===== src/common/fabric_pkg.sv =====
`default_nettype none

package fabric_pkg;

        // Aperture field sits in the upper address bits
        localparam int APER_MSB      = 16;
        localparam int APER_LSB      = 12;
        // Byte offset width inside one aperture
        localparam int REG_OFS_WIDTH = 10;

        // One host access, held steady until ack
        typedef struct packed {
                logic [APER_MSB:0] adr;
                logic              cyc;
                logic              stb;
                logic              we;
                logic [3:0]        byte_stb;
                logic [31:0]       wr_dat;
        } wb_req_t;

        // One slave answer
        typedef struct packed {
                logic [31:0] rd_dat;
                logic        ack;
        } wb_rsp_t;

        // One-hot aperture select
        typedef struct packed {
                logic resv;
                logic regs;
        } aperture_sel_t;

        // Aperture base addresses, 4 KB each
        localparam logic [APER_MSB:0] FPGA_REG_BASE    = 17'h00000;
        localparam logic [APER_MSB:0] QL_RESERVED_BASE = 17'h05000;

        // Fabric register byte offsets
        localparam logic [REG_OFS_WIDTH-1:0] FPGA_REG_ID_ADR  = 10'h000;
        localparam logic [REG_OFS_WIDTH-1:0] FPGA_REV_NUM_ADR = 10'h004;
        localparam logic [REG_OFS_WIDTH-1:0] FPGA_SCRATCH_ADR = 10'h008;

        // Fabric register values
        localparam logic [31:0] DEVICE_ID          = 32'hABCD0200;
        localparam logic [31:0] REV_LEVEL          = 32'h00000100;
        localparam logic [31:0] SCRATCH_RESET      = 32'h12345678;
        // Marks a read of an undefined fabric offset
        localparam logic [31:0] FAB_DEF_REG_VALUE  = 32'hFABDEFAC;
        // Bad fabric access, unmapped aperture
        localparam logic [31:0] DEFAULT_READ_VALUE = 32'hBADFABAC;

        // Reserved block offsets
        localparam logic [REG_OFS_WIDTH-1:0] QL_RESERVED_CUST_PROD_ADR = 10'h1F8;
        localparam logic [REG_OFS_WIDTH-1:0] QL_RESERVED_REVISIONS_ADR = 10'h1FC;

        // Identification fields
        localparam logic [7:0]  CUSTOMER_ID      = 8'h01;
        localparam logic [7:0]  PRODUCT_ID       = 8'h00;
        localparam logic [15:0] MAJOR_REV        = 16'h0001;
        localparam logic [15:0] MINOR_REV        = 16'h0000;
        // Marks a read of an undefined reserved offset
        localparam logic [31:0] QL_DEF_REG_VALUE = 32'hDEFFABAC;

        // Bus timeout counter
        localparam int                            DEFAULT_CNTR_WIDTH   = 3;
        localparam logic [DEFAULT_CNTR_WIDTH-1:0] DEFAULT_CNTR_TIMEOUT = 3'd7;

        // Reference clock divider, modulo 12
        localparam logic [3:0] REF_DIV_TERMINAL = 4'd11;
        localparam logic [3:0] REF_DIV_TOGGLE   = 4'd5;

endpackage

`default_nettype wire


===== src/fabric_regs/fabric_regs.sv =====
`default_nettype none

module fabric_regs (
        input  logic                bitclk_local,
        input  logic                RST_IP_i,
        input  fabric_pkg::wb_req_t wb_req_i,
        input  logic                sel_i,
        output fabric_pkg::wb_rsp_t wb_rsp_o
);

        logic                                 ack_q;
        logic [31:0]                          scratch_q;
        logic                                 scratch_wr;
        // Word-aligned byte offset inside the aperture
        logic [fabric_pkg::REG_OFS_WIDTH-1:0] ofs;

        // Low two bits ignored, registers are whole words
        assign ofs = {wb_req_i.adr[fabric_pkg::REG_OFS_WIDTH-1:2], 2'b00};

        // Single-cycle ack, one clock after select and stb are seen
        always_ff @(posedge bitclk_local or posedge RST_IP_i) begin
                if (RST_IP_i) begin
                        ack_q <= 1'b0;
                end else begin
                        // Blocked while ack is up, host still holds stb then
                        ack_q <= sel_i && wb_req_i.stb && !ack_q;
                end
        end

        // Write lands on the edge where ack is high
        assign scratch_wr = ack_q && sel_i && wb_req_i.we &&
                            (ofs == fabric_pkg::FPGA_SCRATCH_ADR);

        // Scratch register, byte-lane writes
        always_ff @(posedge bitclk_local or posedge RST_IP_i) begin
                if (RST_IP_i) begin
                        scratch_q <= fabric_pkg::SCRATCH_RESET;
                end else if (scratch_wr) begin
                        for (int b = 0; b < 4; b++) begin
                                if (wb_req_i.byte_stb[b]) begin
                                        scratch_q[8*b +: 8] <= wb_req_i.wr_dat[8*b +: 8];
                                end
                        end
                end
        end

        // Read data valid while ack is high
        always_comb begin
                case (ofs)
                        fabric_pkg::FPGA_REG_ID_ADR: begin
                                wb_rsp_o.rd_dat = fabric_pkg::DEVICE_ID;
                        end
                        fabric_pkg::FPGA_REV_NUM_ADR: begin
                                wb_rsp_o.rd_dat = fabric_pkg::REV_LEVEL;
                        end
                        fabric_pkg::FPGA_SCRATCH_ADR: begin
                                wb_rsp_o.rd_dat = scratch_q;
                        end
                        default: begin
                                // Undefined offset marker
                                wb_rsp_o.rd_dat = fabric_pkg::FAB_DEF_REG_VALUE;
                        end
                endcase
        end

        assign wb_rsp_o.ack = ack_q;

        // Ack is a one-cycle pulse
        ack_pulse: assert property (
                @(posedge bitclk_local) disable iff (RST_IP_i)
                ack_q |=> !ack_q
        ) else $error("fabric_regs ack high for two cycles");

endmodule

`default_nettype wire


===== src/ql_reserved/ql_reserved.sv =====
`default_nettype none

module ql_reserved (
        input  logic                bitclk_local,
        input  logic                RST_IP_i,
        input  fabric_pkg::wb_req_t wb_req_i,
        input  logic                sel_i,
        input  logic                bus_ack_i,
        output fabric_pkg::wb_rsp_t wb_rsp_o
);

        logic [fabric_pkg::DEFAULT_CNTR_WIDTH-1:0] tmo_cnt_q;
        logic                                      ack_q;
        // Access open with nobody answering yet
        logic                                      bus_busy;
        logic                                      tmo_hit;
        logic [fabric_pkg::REG_OFS_WIDTH-1:0]      ofs;

        assign ofs      = {wb_req_i.adr[fabric_pkg::REG_OFS_WIDTH-1:2], 2'b00};
        assign bus_busy = wb_req_i.cyc && wb_req_i.stb && !bus_ack_i;
        assign tmo_hit  = (tmo_cnt_q == fabric_pkg::DEFAULT_CNTR_TIMEOUT);

        // Timeout counter, counts unanswered cycles of any aperture
        always_ff @(posedge bitclk_local or posedge RST_IP_i) begin
                if (RST_IP_i) begin
                        tmo_cnt_q <= '0;
                end else if (!bus_busy || tmo_hit) begin
                        // Restart on any ack, idle bus, or after firing
                        tmo_cnt_q <= '0;
                end else begin
                        tmo_cnt_q <= tmo_cnt_q + 1'b1;
                end
        end

        // Own registers ack like fabric_regs
        // Timeout ack follows the cycle the count hits the limit
        always_ff @(posedge bitclk_local or posedge RST_IP_i) begin
                if (RST_IP_i) begin
                        ack_q <= 1'b0;
                end else begin
                        ack_q <= !ack_q &&
                                 ((sel_i && wb_req_i.stb) || (bus_busy && tmo_hit));
                end
        end

        // Identification words
        always_comb begin
                case (ofs)
                        fabric_pkg::QL_RESERVED_CUST_PROD_ADR: begin
                                wb_rsp_o.rd_dat = {16'h0000, fabric_pkg::CUSTOMER_ID,
                                                   fabric_pkg::PRODUCT_ID};
                        end
                        fabric_pkg::QL_RESERVED_REVISIONS_ADR: begin
                                wb_rsp_o.rd_dat = {fabric_pkg::MAJOR_REV,
                                                   fabric_pkg::MINOR_REV};
                        end
                        default: begin
                                wb_rsp_o.rd_dat = fabric_pkg::QL_DEF_REG_VALUE;
                        end
                endcase
        end

        assign wb_rsp_o.ack = ack_q;

        // Counter must wrap before passing the limit
        cnt_limit: assert property (
                @(posedge bitclk_local) disable iff (RST_IP_i)
                tmo_cnt_q <= fabric_pkg::DEFAULT_CNTR_TIMEOUT
        ) else $error("timeout count past limit: %0d", tmo_cnt_q);

        // No ack outside an open access
        ack_in_access: assert property (
                @(posedge bitclk_local) disable iff (RST_IP_i)
                ack_q |-> (wb_req_i.cyc && wb_req_i.stb)
        ) else $error("ql_reserved ack without cyc and stb");

endmodule

`default_nettype wire


===== src/verilog/fabric_top.sv =====
`default_nettype none

module fabric_top (
        input  logic                bitclk_local,
        input  logic                RST_IP_i,
        input  fabric_pkg::wb_req_t wb_req_i,
        output fabric_pkg::wb_rsp_t wb_rsp_o,
        output logic                ref_clk_o
);

        // Aperture selects from the decoder
        fabric_pkg::aperture_sel_t sel;
        // Slave answers into the read mux
        fabric_pkg::wb_rsp_t       regs_rsp;
        fabric_pkg::wb_rsp_t       resv_rsp;

        wb_aperture_decode u_decode (
                .wb_req_i   (wb_req_i),
                .sel_o      (sel),
                .regs_rsp_i (regs_rsp),
                .resv_rsp_i (resv_rsp),
                .wb_rsp_o   (wb_rsp_o)
        );

        // Device ID, revision, scratch
        fabric_regs u_fabric_regs (
                .bitclk_local (bitclk_local),
                .RST_IP_i     (RST_IP_i),
                .wb_req_i     (wb_req_i),
                .sel_i        (sel.regs),
                .wb_rsp_o     (regs_rsp)
        );

        // Sees the combined ack to run the bus timeout
        ql_reserved u_ql_reserved (
                .bitclk_local (bitclk_local),
                .RST_IP_i     (RST_IP_i),
                .wb_req_i     (wb_req_i),
                .sel_i        (sel.resv),
                .bus_ack_i    (wb_rsp_o.ack),
                .wb_rsp_o     (resv_rsp)
        );

        // Reference clock, bitclk_local / 12
        ref_clk_div12 u_ref_clk_div12 (
                .bitclk_local (bitclk_local),
                .RST_IP_i     (RST_IP_i),
                .ref_clk_o    (ref_clk_o)
        );

endmodule

`default_nettype wire


===== src/verilog/ref_clk_div12.sv =====
`default_nettype none

module ref_clk_div12 (
        input  logic bitclk_local,
        input  logic RST_IP_i,
        output logic ref_clk_o
);

        // Modulo-12 count and toggle flop
        logic [3:0] cnt_q;
        logic       clk_q;

        // 0 1 2 3 4 5 6 7 8 9 A B  count
        // 0 0 0 0 0 0 1 1 1 1 1 1  output
        always_ff @(posedge bitclk_local or posedge RST_IP_i) begin
                if (RST_IP_i) begin
                        cnt_q <= 4'd0;
                        clk_q <= 1'b0;
                end else begin
                        // Wrap after the last count
                        if (cnt_q == fabric_pkg::REF_DIV_TERMINAL) begin
                                cnt_q <= 4'd0;
                        end else begin
                                cnt_q <= cnt_q + 4'd1;
                        end

                        // Toggle at mid period and at wrap, 50% duty
                        if (cnt_q == fabric_pkg::REF_DIV_TOGGLE ||
                            cnt_q == fabric_pkg::REF_DIV_TERMINAL) begin
                                clk_q <= !clk_q;
                        end
                end
        end

        assign ref_clk_o = clk_q;

        // Count stays inside the modulo range
        cnt_in_range: assert property (
                @(posedge bitclk_local) disable iff (RST_IP_i)
                cnt_q <= fabric_pkg::REF_DIV_TERMINAL
        ) else $error("reference divider count out of range: %0d", cnt_q);

endmodule

`default_nettype wire


===== src/verilog/wb_aperture_decode.sv =====
`default_nettype none

module wb_aperture_decode (
        input  fabric_pkg::wb_req_t       wb_req_i,
        output fabric_pkg::aperture_sel_t sel_o,
        input  fabric_pkg::wb_rsp_t       regs_rsp_i,
        input  fabric_pkg::wb_rsp_t       resv_rsp_i,
        output fabric_pkg::wb_rsp_t       wb_rsp_o
);

        // Aperture field of the current address
        logic [fabric_pkg::APER_MSB-fabric_pkg::APER_LSB:0] aper;
        logic                                               regs_hit;
        logic                                               resv_hit;

        assign aper = wb_req_i.adr[fabric_pkg::APER_MSB:fabric_pkg::APER_LSB];

        // Field compare against each base
        assign regs_hit = (aper ==
                fabric_pkg::FPGA_REG_BASE[fabric_pkg::APER_MSB:fabric_pkg::APER_LSB]);
        assign resv_hit = (aper ==
                fabric_pkg::QL_RESERVED_BASE[fabric_pkg::APER_MSB:fabric_pkg::APER_LSB]);

        // Chip selects only while a cycle is open
        assign sel_o.regs = regs_hit && wb_req_i.cyc;
        assign sel_o.resv = resv_hit && wb_req_i.cyc;

        // Any slave may answer, including the timeout path in ql_reserved
        assign wb_rsp_o.ack = regs_rsp_i.ack || resv_rsp_i.ack;

        // Read data by aperture field
        always_comb begin
                if (regs_hit) begin
                        wb_rsp_o.rd_dat = regs_rsp_i.rd_dat;
                end else if (resv_hit) begin
                        wb_rsp_o.rd_dat = resv_rsp_i.rd_dat;
                end else begin
                        // Unmapped aperture, only the timeout acks this
                        wb_rsp_o.rd_dat = fabric_pkg::DEFAULT_READ_VALUE;
                end
        end

        // Two apertures must never be claimed at once
        always_comb begin
                sel_onehot: assert final ($onehot0(sel_o))
                        else $error("aperture select not one-hot: %b", sel_o);
        end

endmodule

`default_nettype wire

===== config.mk =====
export PLATFORM = sky130hd
export DESIGN_NAME = fabric_top
export DESIGN_NICKNAME = d
export VERILOG_FILES = /design/src/common/fabric_pkg.sv /design/src/fabric_regs/fabric_regs.sv /design/src/ql_reserved/ql_reserved.sv /design/src/verilog/fabric_top.sv /design/src/verilog/ref_clk_div12.sv /design/src/verilog/wb_aperture_decode.sv
export SDC_FILE = /design/constraint.sdc
export NUM_CORES = 1
export LEC_CHECK = 0
export BUFFER_PORTS_ARGS = -buffer_cell sky130_fd_sc_hd__buf_4
export CAP_MARGIN = 10
export CORE_UTILIZATION = 44
export CTS_CLUSTER_DIAMETER = 60
export CTS_CLUSTER_SIZE = 25
export DETAILED_ROUTE_END_ITERATION = 6
export PLACE_DENSITY_LB_ADDON = 0.12
export SETUP_SLACK_MARGIN = 0.15
export SYNTH_ARGS = -nofsm -noshare
export SYNTH_HDL_FRONTEND = slang
export SYNTH_SLANG_ARGS = --single-unit

===== constraint.sdc =====
create_clock -name bitclk_local -period 1.2 [get_ports bitclk_local]
set_input_delay 0 -clock bitclk_local [delete_from_list [all_inputs] [get_ports bitclk_local]]
set_output_delay 0 -clock bitclk_local [all_outputs]
set_load 0.05 [all_outputs]

==> results of run 1 <==
-- kinds of logic after synthesis --
family,count (synthesis)
simple gates,56
buf+inv,11
flops,42
compound gates,47
mux,32
xor+xnor,1
fa+ha+maj,4
-- per-layer routing --
layer	GRT overflow	global-route usage, %
met1	0	75.09
met2	41	94.39
met3	0	59.08
met4	31	85.12
met5	0	9.259
-- stage by stage --
stage          TNS [ps]  utilization [%]
2_1_floorplan     -9243                -
3_3_place_gp     -15170            73.87
3_5_place_dp     -16970            73.87
4_1_cts           -9029            92.28
-- timing repair --
item                       CTS
setup buffers                7
hold buffers                33
gates resized for setup     94
hold endpoints to repair    62
setup endpoints to repair   70
pin swaps                   30
==> results_tabular.tex, run 1 <==
\begin{tabular}{lr}
\hline
Metric & Value \\
\hline
\multicolumn{2}{l}{\textbf{Synth}} \\
\quad Synth Flop Type & sky130\_fd\_sc\_hd\_\_dfrtp\_1 \\
\quad Synth unique cells & 39 \\
\quad Largest family of logic cells by synthesized area & simple AND/OR/NAND/NOR gates \\
\quad Proportion of synthesized area in mux cells & 16.91\% \\
\quad Synthesized net count & 255 \\
\quad Yosys warns & 0 \\
\quad Largest cells by area after synthesis & sky130\_fd\_sc\_hd\_\_dfrtp\_1 31\%, sky130\_fd\_sc\_hd\_\_dfstp\_2 15\%, sky130\_fd\_sc\_hd\_\_mux2\_2 12\%, sky130\_fd\_sc\_hd\_\_mux2\_4 5.2\%, sky130\_fd\_sc\_hd\_\_a21oi\_1 3.9\% \\
\quad Number of flops mapped to enable cells by yosys & 0 \\
\quad Netlist area before placement & 2308 um2 \\
\quad Commonest cells in the netlist & 29 x sky130\_fd\_sc\_hd\_\_dfrtp\_1, 24 x sky130\_fd\_sc\_hd\_\_mux2\_2, 18 x sky130\_fd\_sc\_hd\_\_a21oi\_1 \\
\quad Compound-Gate Fraction of Synth Area & 12.30\% \\
\quad Xor-xnor portion of the synthesized cell area & 0.3794\% \\
\quad Share of synthesized cell area in and, or, nand and nor gates & 19.62\% \\
\quad Post-Syn Instances & 193 \\
\quad Adder and majority gate portion of the synthesized area & 2.168\% \\
\quad Post-synthesis average cell area & 11.96 um2 \\
\quad Portion of synthesized cell area occupied by the leading cell type & 31.44\% \\
\quad Part of the Yosys area used for sequential elements & 46.23\% \\
\quad Largest area contributor in the synthesized netlist & sky130\_fd\_sc\_hd\_\_dfrtp\_1 \\
\quad Most repeated cell in the gate-level netlist after synthesis & sky130\_fd\_sc\_hd\_\_dfrtp\_1 \\
\quad Post-synthesis async set-or-reset flop share & 100.0\% \\
\quad \#FFs+latches synth & 42 \\
\multicolumn{2}{l}{\textbf{Status}} \\
\quad Run status & did not finish \\
\quad First logged error message & [ERROR GRT-0232] Routing congestion too high. Check the congestion heatmap in the GUI. \\
\quad Failed at & 5\_1\_grt \\
\multicolumn{2}{l}{\textbf{Place}} \\
\quad Cell area after placement & 3605 um2 \\
\quad Worst slack at placement & -343.1 ps \\
\quad Post-Place Cells & 371 \\
\quad Half-perimeter wire length after placement & 4.978 mm \\
\quad Final RePlAce weighted congestion & 0.7598 \\
\quad IO Port Bufs & 87 \\
\multicolumn{2}{l}{\textbf{Clock tree}} \\
\quad Number of buffers created by CTS & 5 \\
\quad Count of H-tree levels built during CTS & 2 \\
\quad Number of clock sinks seen by CTS & 42 \\
\quad Clock tree root driver cell & sky130\_fd\_sc\_hd\_\_clkbuf\_8 \\
\quad CTS max path bufs & 2 \\
\multicolumn{2}{l}{\textbf{Die}} \\
\quad Floorplan die height & 74.43 um \\
\quad Row count & 25 \\
\quad Number of top-level pins & 92 \\
\quad Initial core utilization & 47.31\% \\
\quad Width of the chip & 74.43 um \\
\multicolumn{2}{l}{\textbf{Global routing}} \\
\quad Pin count of the biggest net entering global routing & 36 \\
\quad GRT Total Usage & 76.57\% \\
\quad Congestion Overflow GR & 72 \\
\quad Antenna violations before repair & 1 \\
\multicolumn{2}{l}{\textbf{Timing}} \\
\quad Pin category terminating the worst setup path after the last repair & primary output \\
\quad Pin ending the worst setup path after global-route repair & wb\_rsp\_o[10] \\
\hline
\end{tabular}
==> run 2: changes to the inputs <==
--- a/config.mk
+++ b/config.mk
@@ -7,12 +7,9 @@
 export LEC_CHECK = 0
 export BUFFER_PORTS_ARGS = -buffer_cell sky130_fd_sc_hd__buf_4
 export CAP_MARGIN = 10
-export CORE_UTILIZATION = 44
-export CTS_CLUSTER_DIAMETER = 60
-export CTS_CLUSTER_SIZE = 25
+export CORE_UTILIZATION = 35
 export DETAILED_ROUTE_END_ITERATION = 6
-export PLACE_DENSITY_LB_ADDON = 0.12
-export SETUP_SLACK_MARGIN = 0.15
+export PLACE_DENSITY_LB_ADDON = 0.15
 export SYNTH_ARGS = -nofsm -noshare
 export SYNTH_HDL_FRONTEND = slang
 export SYNTH_SLANG_ARGS = --single-unit
==> constraint.sdc (replaced) <==
create_clock -name bitclk_local -period 1.56 [get_ports bitclk_local]
set_input_delay 0 -clock bitclk_local [delete_from_list [all_inputs] [get_ports bitclk_local]]
set_output_delay 0 -clock bitclk_local [all_outputs]
set_load 0.05 [all_outputs]
==> run 2 against run 1 <==
Net effect:
- the run now ends clean
- area after synthesis stayed put
- synthesized cell count did not move
==> results_tabular.tex, run 2 <==
\begin{tabular}{lr}
\hline
Metric & Value \\
\hline
\multicolumn{2}{l}{\textbf{Status}} \\
\quad Run status & complete, no violations \\
\multicolumn{2}{l}{\textbf{Route}} \\
\quad Antenna violation net count after detailed routing & 0 \\
\quad Via density & 4.943 \\
\quad Length of the first detailed-routing pass in iterations & 4 \\
\quad Wire length reported by the detailed router & 5.956 mm \\
\quad Routed via count & 1997 \\
\quad Initial DRC count & 51 \\
\quad DRC viols & 0 \\
\quad Wire length per cell after detailed routing & 14.74 um \\
\multicolumn{2}{l}{\textbf{Final layout}} \\
\quad Filler cell count in the final layout & 542 \\
\quad Leading cell types in the layout, fill and taps excluded & 97 x sky130\_fd\_sc\_hd\_\_buf\_4, 33 x sky130\_fd\_sc\_hd\_\_dlygate4sd3\_1, 29 x sky130\_fd\_sc\_hd\_\_dfrtp\_1 \\
\quad Register name with the most flops & u\_fabric\_regs.scratch\_q \\
\quad Layout net count & 388 \\
\quad Registers with the highest flip-flop counts & u\_fabric\_regs.scratch\_q: 32 flops, u\_ref\_clk\_div12.cnt\_q: 4 flops, u\_ql\_reserved.tmo\_cnt\_q: 3 flops \\
\quad Final antenna diode count & 0 \\
\quad Share of layout cells above drive strength 1 & 51.68\% \\
\quad Filler-free cell count of the finished design & 404 \\
\quad Most frequent standard cell in the layout excluding fill and tap cells & sky130\_fd\_sc\_hd\_\_buf\_4 \\
\quad Relative area change from synthesis to final layout & 55.77\% \\
\quad Max reg flops & 32 \\
\multicolumn{2}{l}{\textbf{Timing}} \\
\quad Final hold violation count & 0 \\
\quad Number of max-slew violations in the final report & 0 \\
\quad Max Fclk & 675.8 MHz \\
\quad Share of the clock period used by the worst path after layout & 94.86\% \\
\quad Final-report setup violation count & 0 \\
\quad Worst clock skew & 6.973 ps \\
\quad Time the worst path needs with I/O delays and setup & 1480 ps \\
\quad Transition time at the pin with the least slew margin & 525.3 ps \\
\quad Worst-case headroom to the max-slew limit & 64.98\% \\
\multicolumn{2}{l}{\textbf{Critical path}} \\
\quad Worst reg2reg path startpoint & u\_fabric\_regs.ack\_q \\
\quad Worst R2R Setup Slack & 100 ps \\
\quad Critical setup path kind & in -> out \\
\quad CP Capture Type & output pin \\
\quad RR Endpoint & u\_fabric\_regs.scratch\_q[29] \\
\quad Arrival time worst endpoint & 1480 ps \\
\quad Maximum fanout count along the critical path & 4 \\
\quad CP Data Required Time & 1560 ps \\
\quad Kind of launch point of the worst setup path & primary input \\
\quad Number of cell instances on the worst register-to-register path & 3 \\
\multicolumn{2}{l}{\textbf{Synth}} \\
\quad Synthesized net count & 255 (unchanged) \\
\quad Yosys warns & 0 (unchanged) \\
\quad Part of the Yosys area used for sequential elements & 46.23\% (unchanged) \\
\quad Post-synthesis async set-or-reset flop share & 100.0\% (unchanged) \\
\quad Netlist area before placement & 2308 um2 (unchanged) \\
\quad Largest cells by area after synthesis & sky130\_fd\_sc\_hd\_\_dfrtp\_1 31\%, sky130\_fd\_sc\_hd\_\_dfstp\_2 15\%, sky130\_fd\_sc\_hd\_\_mux2\_2 12\%, sky130\_fd\_sc\_hd\_\_mux2\_4 5.2\%, sky130\_fd\_sc\_hd\_\_a21oi\_1 3.9\% \\
\quad Portion of synthesized cell area occupied by the leading cell type & 31.44\% (unchanged) \\
\quad Synth unique cells & 39 (unchanged) \\
\quad Number of flops mapped to enable cells by yosys & 0 (unchanged) \\
\quad Synth Flop Type & sky130\_fd\_sc\_hd\_\_dfrtp\_1 \\
\quad Post-Syn Instances & 193 (unchanged) \\
\quad Post-synthesis average cell area & 11.96 um2 (unchanged) \\
\quad \#FFs+latches synth & 42 (unchanged) \\
\quad Largest area contributor in the synthesized netlist & sky130\_fd\_sc\_hd\_\_dfrtp\_1 \\
\quad Most repeated cell in the gate-level netlist after synthesis & sky130\_fd\_sc\_hd\_\_dfrtp\_1 \\
\quad Commonest cells in the netlist & 29 x sky130\_fd\_sc\_hd\_\_dfrtp\_1, 24 x sky130\_fd\_sc\_hd\_\_mux2\_2, 18 x sky130\_fd\_sc\_hd\_\_a21oi\_1 \\
\multicolumn{2}{l}{\textbf{Global routing}} \\
\quad Global-route wire length before repair & 10.14 mm \\
\quad Pin count of the biggest net entering global routing & 43 \\
\quad Antenna violations before repair & 0 \\
\quad Congestion Overflow GR & 0 \\
\quad Via count of the first global-routing pass & 2100 \\
\quad GRT Total Usage & 18.31\% \\
\multicolumn{2}{l}{\textbf{Die}} \\
\quad Width of the chip & 83.22 um (+12\%) \\
\quad Number of top-level pins & 92 (unchanged) \\
\quad Floorplan die height & 83.22 um (+12\%) \\
\quad Core ar. & 6350 um2 \\
\quad Row count & 29 (+16\%) \\
\quad Initial core utilization & 36.35\% (-11 points) \\
\quad Full die area & 6925 um2 \\
\multicolumn{2}{l}{\textbf{Power}} \\
\quad Lkg Pwr & 1.755 nW \\
\quad Power density over the cells & 599.7 nW/um2 \\
\quad Total power of the final layout & 2.156 mW \\
\quad Largest voltage drop on the vdd net & 0.4886 mV \\
\multicolumn{2}{l}{\textbf{Worst hold path}} \\
\quad Hold path startpoint & wb\_req\_i[37] \\
\quad Hold Path Class & in -> reg \\
\quad Cell count of the worst hold path & 3 \\
\quad Endpoint of the worst hold-timing path & u\_ql\_reserved.tmo\_cnt\_q[0] \\
\multicolumn{2}{l}{\textbf{Clock tree}} \\
\quad Clock latency at the later pin of the worst-skew pair & 290 ps \\
\quad Number of clock sinks seen by CTS & 42 (unchanged) \\
\quad Clock-pin slew on the worst setup and hold paths & 80 ps \\
\quad Number of buffers created by CTS & 5 (unchanged) \\
\quad Count of H-tree levels built during CTS & 2 (unchanged) \\
\quad Setup fix buffers added after clock tree synthesis & 0 (-7) \\
\quad TritonCTS clock tree & yes \\
\quad CTS max path bufs & 2 (unchanged) \\
\quad Clock tree root driver cell & sky130\_fd\_sc\_hd\_\_clkbuf\_8 \\
\multicolumn{2}{l}{\textbf{Place}} \\
\quad Half-perimeter wire length after placement & 4.324 mm (-13\%) \\
\quad Post-Place Cells & 363 (-2.2\%) \\
\quad IO Port Bufs & 87 (unchanged) \\
\quad Final RePlAce weighted congestion & 0.8268 (+8.8\%) \\
\multicolumn{2}{l}{\textbf{Flow run}} \\
\quad Max-cap violation count & 0 \\
\hline
\end{tabular}
-- run 2: cell counts after synthesis --
No cell type changed its count.
-- run 2: worst max-delay path, stage by stage --
cell and delay [ps]:
sky130_fd_sc_hd__buf_4 120, sky130_fd_sc_hd__nor4_4 440, sky130_fd_sc_hd__nand4_4 200, sky130_fd_sc_hd__buf_4 200, sky130_fd_sc_hd__o31ai_2 260, sky130_fd_sc_hd__buf_4 250
-- run 2: logic make-up (layout without fill, tap and decap cells) --
logic type | after synthesis | count (layout) | share of synthesized area, %
DFF | 42 | 42 | 46.23
xor gates and xnor gates | 1 | 1 | 0.3795
and+or+nand+nor | 56 | 56 | 19.62
buffers and inverters | 11 | 145 | 2.385
adders and majority gates | 4 | 4 | 2.168
AOI/OAI and AO/OA | 47 | 47 | 12.30
muxes | 32 | 32 | 16.91
-- run 2: worst max-delay path by stage --
stage / start / endpoint / slack, ps / cells past startpoint
after floorplan: wb_req_i[51] / wb_rsp_o[3] / -10 / 3
after global placement: wb_req_i[43] / u_fabric_regs.scratch_q[23] / 30 / 6
after detailed placement: wb_req_i[43] / u_fabric_regs.scratch_q[8] / 20 / 6
after CTS: wb_req_i[43] / wb_rsp_o[27] / 40 / 7
after global routing: wb_req_i[46] / wb_rsp_o[23] / -1 / 6
final: wb_req_i[46] / wb_rsp_o[23] / 80 / 6
-- run 2: repair_timing --
item	CTS	global route
setup endpoints to repair	0	9
gates resized for setup	0	4
hold buffers	33	0
hold endpoints to repair	61	0
-- run 2: metrics by stage --
| step | setup slack [ps] | util [%] | setup TNS (ps) | hold slack [ps] | cell area [um2] |
|---|---|---|---|---|---|
| after floorplan | -13.26 | - | -13.26 | 147.3 | 2318 |
| after global placement | 29.33 | 49.62 | 0 | 171.0 | 3151 |
| after detailed placement | 16.69 | 49.62 | 0 | 171.9 | 3151 |
| after global routing | -1.311 | 56.63 | -1.311 | 43.68 | 3596 |
| after CTS | 42.68 | 56.32 | 0 | 18.52 | 3576 |
| final | 80.25 | 56.63 | 0 | 22.05 | 3596 |
-- run 2: per-layer routing --
metal | vias up | part of all wire (%) | global-route usage (%)
li1 | 977 | - | -
met1 | 947 | 44 | 22.95
met2 | 56 | 49 | 30.48
met3 | 17 | 4.3 | 4.076
met4 | 0 | 3.0 | 7.524
met5 | - | 0 | 0
-- run 2: final cells by class --
class	instances	area (um2)	area share (%)
Inverter	4	15.01	0.4175
Multi-Input combinational cell	140	1212	33.72
Clock inverter	1	8.758	0.2436
Clock buffer	7	86.33	2.401
Timing Repair Buffer	133	1110	30.86
Tap cell	77	96.34	2.679
Sequential cell	42	1067	29.68
-- run 2: where the power goes --
| part | internal (mW) | total [mW] | leakage [nW] | switching (mW) |
|---|---|---|---|---|
| sequential | 1.09 | 1.09 | 0.534 | 0.00150 |
| combinational | 0.177 | 0.322 | 1.17 | 0.145 |
| clock | 0.366 | 0.741 | 0.0489 | 0.375 |
| total | 1.64 | 2.16 | 1.76 | 0.521 |
No activity file was read; power rests on OpenSTA's default activity.
==> run 3: changes to the inputs <==
--- a/config.mk
+++ b/config.mk
@@ -9,7 +9,9 @@
 export CAP_MARGIN = 10
 export CORE_UTILIZATION = 35
 export DETAILED_ROUTE_END_ITERATION = 6
+export HOLD_SLACK_MARGIN = 0.1
 export PLACE_DENSITY_LB_ADDON = 0.15
+export RECOVER_POWER = 50
 export SYNTH_ARGS = -nofsm -noshare
 export SYNTH_HDL_FRONTEND = slang
 export SYNTH_SLANG_ARGS = --single-unit
==> run 3 against run 2 <==
Net effect:
- sequential cell count did not move
- cell count rose by 0.50%
- setup slack got worse by 0.64 ps
- non-clock buffer count rose by 2
- first-iteration DRC count rose by 2.0%
- register-to-register slack barely moved
- core utilization rose by 0.099 points
- power rose by 0.17%
- routed wire length rose by 0.25%
- global-route usage rose by 0.085 points
- combinational power barely moved
- clock skew fell by 0.74 ps
- critical path type unchanged
==> results_tabular.tex, run 3 (synthesized netlist as in run 2, its figures left out) <==
\begin{tabular}{lr}
\hline
Metric & Value \\
\hline
\multicolumn{2}{l}{\textbf{Route}} \\
\quad Routed via count & 1995 (-0.10\%) \\
\quad Antenna violation net count after detailed routing & 0 (unchanged) \\
\quad Via density & 4.914 (-0.59\%) \\
\quad Wire length reported by the detailed router & 5.971 mm (+0.25\%) \\
\quad Initial DRC count & 52 (+2.0\%) \\
\quad DRC viols & 0 (unchanged) \\
\quad Length of the first detailed-routing pass in iterations & 4 (unchanged) \\
\quad Wire length per cell after detailed routing & 14.71 um (-0.24\%) \\
\multicolumn{2}{l}{\textbf{Die}} \\
\quad Floorplan die height & 83.22 um (unchanged) \\
\quad Initial core utilization & 36.35\% (unchanged) \\
\quad Number of top-level pins & 92 (unchanged) \\
\quad Width of the chip & 83.22 um (unchanged) \\
\quad Full die area & 6925 um2 (unchanged) \\
\quad Core ar. & 6350 um2 (unchanged) \\
\quad Row count & 29 (unchanged) \\
\multicolumn{2}{l}{\textbf{Place}} \\
\quad Half-perimeter wire length after placement & 4.324 mm (unchanged) \\
\quad Post-Place Cells & 363 (unchanged) \\
\quad IO Port Bufs & 87 (unchanged) \\
\quad Cell area after placement & 3151 um2 (unchanged) \\
\quad Final RePlAce weighted congestion & 0.8268 (unchanged) \\
\multicolumn{2}{l}{\textbf{Clock tree}} \\
\quad Clock-pin slew on the worst setup and hold paths & 80 ps (about the same) \\
\quad Number of clock sinks seen by CTS & 42 (unchanged) \\
\quad Setup fix buffers added after clock tree synthesis & 0 (unchanged) \\
\quad Clock tree root driver cell & sky130\_fd\_sc\_hd\_\_clkbuf\_8 \\
\quad Clock latency at the later pin of the worst-skew pair & 290 ps (about the same) \\
\quad Number of buffers created by CTS & 5 (unchanged) \\
\quad CTS max path bufs & 2 (unchanged) \\
\quad TritonCTS clock tree & yes \\
\quad Count of H-tree levels built during CTS & 2 (unchanged) \\
\multicolumn{2}{l}{\textbf{Final layout}} \\
\quad Final antenna diode count & 0 (unchanged) \\
\quad Final non-filler cell area & 3602 um2 (+0.17\%) \\
\quad Registers with the highest flip-flop counts & u\_fabric\_regs.scratch\_q: 32 flops, u\_ref\_clk\_div12.cnt\_q: 4 flops, u\_ql\_reserved.tmo\_cnt\_q: 3 flops \\
\quad Layout net count & 390 (+0.52\%) \\
\quad Relative area change from synthesis to final layout & 56.04\% \\
\quad Filler-free cell count of the finished design & 406 (+0.50\%) \\
\quad Register name with the most flops & u\_fabric\_regs.scratch\_q \\
\quad Filler cell count in the final layout & 543 (+0.18\%) \\
\quad Share of layout cells above drive strength 1 & 50.76\% (-0.92 points) \\
\quad Most frequent standard cell in the layout excluding fill and tap cells & sky130\_fd\_sc\_hd\_\_buf\_4 \\
\quad Max reg flops & 32 (unchanged) \\
\quad Leading cell types in the layout, fill and taps excluded & 90 x sky130\_fd\_sc\_hd\_\_buf\_4, 35 x sky130\_fd\_sc\_hd\_\_dlygate4sd3\_1, 29 x sky130\_fd\_sc\_hd\_\_dfrtp\_1 \\
\multicolumn{2}{l}{\textbf{Power}} \\
\quad Power density over the cells & 599.7 nW/um2 (about the same) \\
\quad Largest voltage drop on the vdd net & 0.4883 mV (about the same) \\
\quad Lkg Pwr & 1.754 nW (about the same) \\
\quad Total power of the final layout & 2.160 mW (+0.17\%) \\
\multicolumn{2}{l}{\textbf{Critical path}} \\
\quad Arrival time worst endpoint & 1480 ps (about the same) \\
\quad Critical path's most frequent cell & sky130\_fd\_sc\_hd\_\_buf\_4 \\
\quad CP Capture Type & output pin \\
\quad CP Cell Sequence & buf\_4 -> nor4\_4 -> nand4\_4 -> buf\_4 -> o31ai\_2 -> buf\_4 \\
\quad Crit path max-delay cell type & sky130\_fd\_sc\_hd\_\_nor4\_4 \\
\quad CP Data Required Time & 1560 ps (about the same) \\
\quad Cell family contributing the most delay on the critical path & simple AND/OR/NAND/NOR gates \\
\quad Number of cell instances on the worst register-to-register path & 3 (unchanged) \\
\quad Kind of launch point of the worst setup path & primary input \\
\quad Delay contributed by the slowest stage of the critical path & 450 ps (about the same) \\
\quad Crit path buf inv count & 3 (unchanged) \\
\quad Stages on the worst setup path & 6 (unchanged) \\
\quad Critical setup path kind & in -> out \\
\quad Maximum fanout count along the critical path & 4 (unchanged) \\
\multicolumn{2}{l}{\textbf{Global routing}} \\
\quad Antenna violations before repair & 0 (unchanged) \\
\quad Congestion Overflow GR & 0 (unchanged) \\
\quad Pin count of the biggest net entering global routing & 43 (unchanged) \\
\quad Global-route wire length before repair & 10.19 mm (+0.47\%) \\
\quad GRT Total Usage & 18.40\% (+0.085 points) \\
\quad Via count of the first global-routing pass & 2107 (+0.33\%) \\
\multicolumn{2}{l}{\textbf{Timing}} \\
\quad Final hold violation count & 0 (unchanged) \\
\quad Worst-case headroom to the max-slew limit & 31.25\% (-34 points) \\
\quad Time the worst path needs with I/O delays and setup & 1480 ps (+0.6369 ps) \\
\quad Max Fclk & 675.5 MHz (about the same) \\
\quad Worst clock skew & 6.229 ps (-0.7433 ps) \\
\quad Number of max-slew violations in the final report & 0 (unchanged) \\
\quad Transition time at the pin with the least slew margin & 1031 ps (+506.0 ps) \\
\quad Share of the clock period used by the worst path after layout & 94.90\% (about the same) \\
\quad Final-report setup violation count & 0 (unchanged) \\
\multicolumn{2}{l}{\textbf{Status}} \\
\quad Run status & complete, no violations \\
\multicolumn{2}{l}{\textbf{Flow run}} \\
\quad Max-cap violation count & 0 (unchanged) \\
\multicolumn{2}{l}{\textbf{Worst hold path}} \\
\quad Cell count of the worst hold path & 4 (+1) \\
\quad Hold Path Class & in -> reg \\
\hline
\end{tabular}
[run 3: cell types whose count changed in the layout (fill, tap and decap cells not counted)]
| cell | change |
|---|---|
| sky130_fd_sc_hd__and2_0 | +2 |
| sky130_fd_sc_hd__and2_1 | -2 |
| sky130_fd_sc_hd__buf_4 | -7 |
| sky130_fd_sc_hd__clkbuf_1 | +1 |
| sky130_fd_sc_hd__clkbuf_2 | +4 |
| sky130_fd_sc_hd__clkbuf_4 | +2 |
| sky130_fd_sc_hd__dlygate4sd3_1 | +2 |
| sky130_fd_sc_hd__inv_1 | +1 |
| sky130_fd_sc_hd__inv_2 | -1 |
[run 3: worst paths after layout]
kind,from,end,slack (ps)
max in group asynchronous,RST_IP_i,u_fabric_regs.scratch_q[13],350
worst max-delay path,wb_req_i[46],wb_rsp_o[23],80
worst min register to register,u_ql_reserved.ack_q,u_ql_reserved.ack_q,430
worst max register to register,u_fabric_regs.ack_q,u_fabric_regs.scratch_q[29],100
worst min-delay path,wb_req_i[38],u_ql_reserved.tmo_cnt_q[2],130
min in group asynchronous,RST_IP_i,u_fabric_regs.scratch_q[31],580
[run 3: worst register-to-register path, cell delays in order, from the launching register on]
cell	delay [ps]
sky130_fd_sc_hd__dfrtp_1	450
sky130_fd_sc_hd__nand4_1	260
sky130_fd_sc_hd__nor2_8	270
sky130_fd_sc_hd__mux2_2	360
[run 3: through the flow]
stage               setup WS (ps)  hold slack [ps]  setup TNS, ps  util, %
floorplan                  -13.26            147.3         -13.26        -
global placement            29.33            171.0              0    49.62
detailed placement          16.69            171.9              0    49.62
CTS                         42.68            124.6              0    56.63
global route               -1.311            161.7         -1.311    56.73
finish                      79.61            132.5              0    56.73
[run 3: final cells by class]
class,count,area (um2),area share [%]
sequential,42,1067,29.63
clock buffer,7,86.33,2.397
timing repair buffer,135,1116,30.98
inverter,4,15.01,0.4168
clock inverter,1,8.758,0.2431
multi-input combinational,140,1212,33.66
tap,77,96.34,2.675
[run 3: metal layers]
| metal | vias to the layer above | global-route usage (%) | part of all wire (%) |
|---|---|---|---|
| met4 | 0 | 7.524 | 2.7 |
| li1 | 982 | - | - |
| met2 | 55 | 30.63 | 49 |
| met3 | 15 | 4.076 | 4.2 |
| met5 | - | 0 | 0 |
| met1 | 943 | 23.08 | 44 |
[run 3: what timing repair did]
| item | in CTS | in global routing |
|---|---|---|
| gates resized for setup | 0 | 4 |
| hold endpoints to repair | 64 | 0 |
| endpoints found under the setup margin | 0 | 9 |
| hold buffers | 35 | 0 |
[run 3: power breakdown]
group	switching [mW]	internal [mW]	leakage, nW
clock	0.377	0.366	0.0489
combinational	0.145	0.179	1.17
sequential	0.00147	1.09	0.534
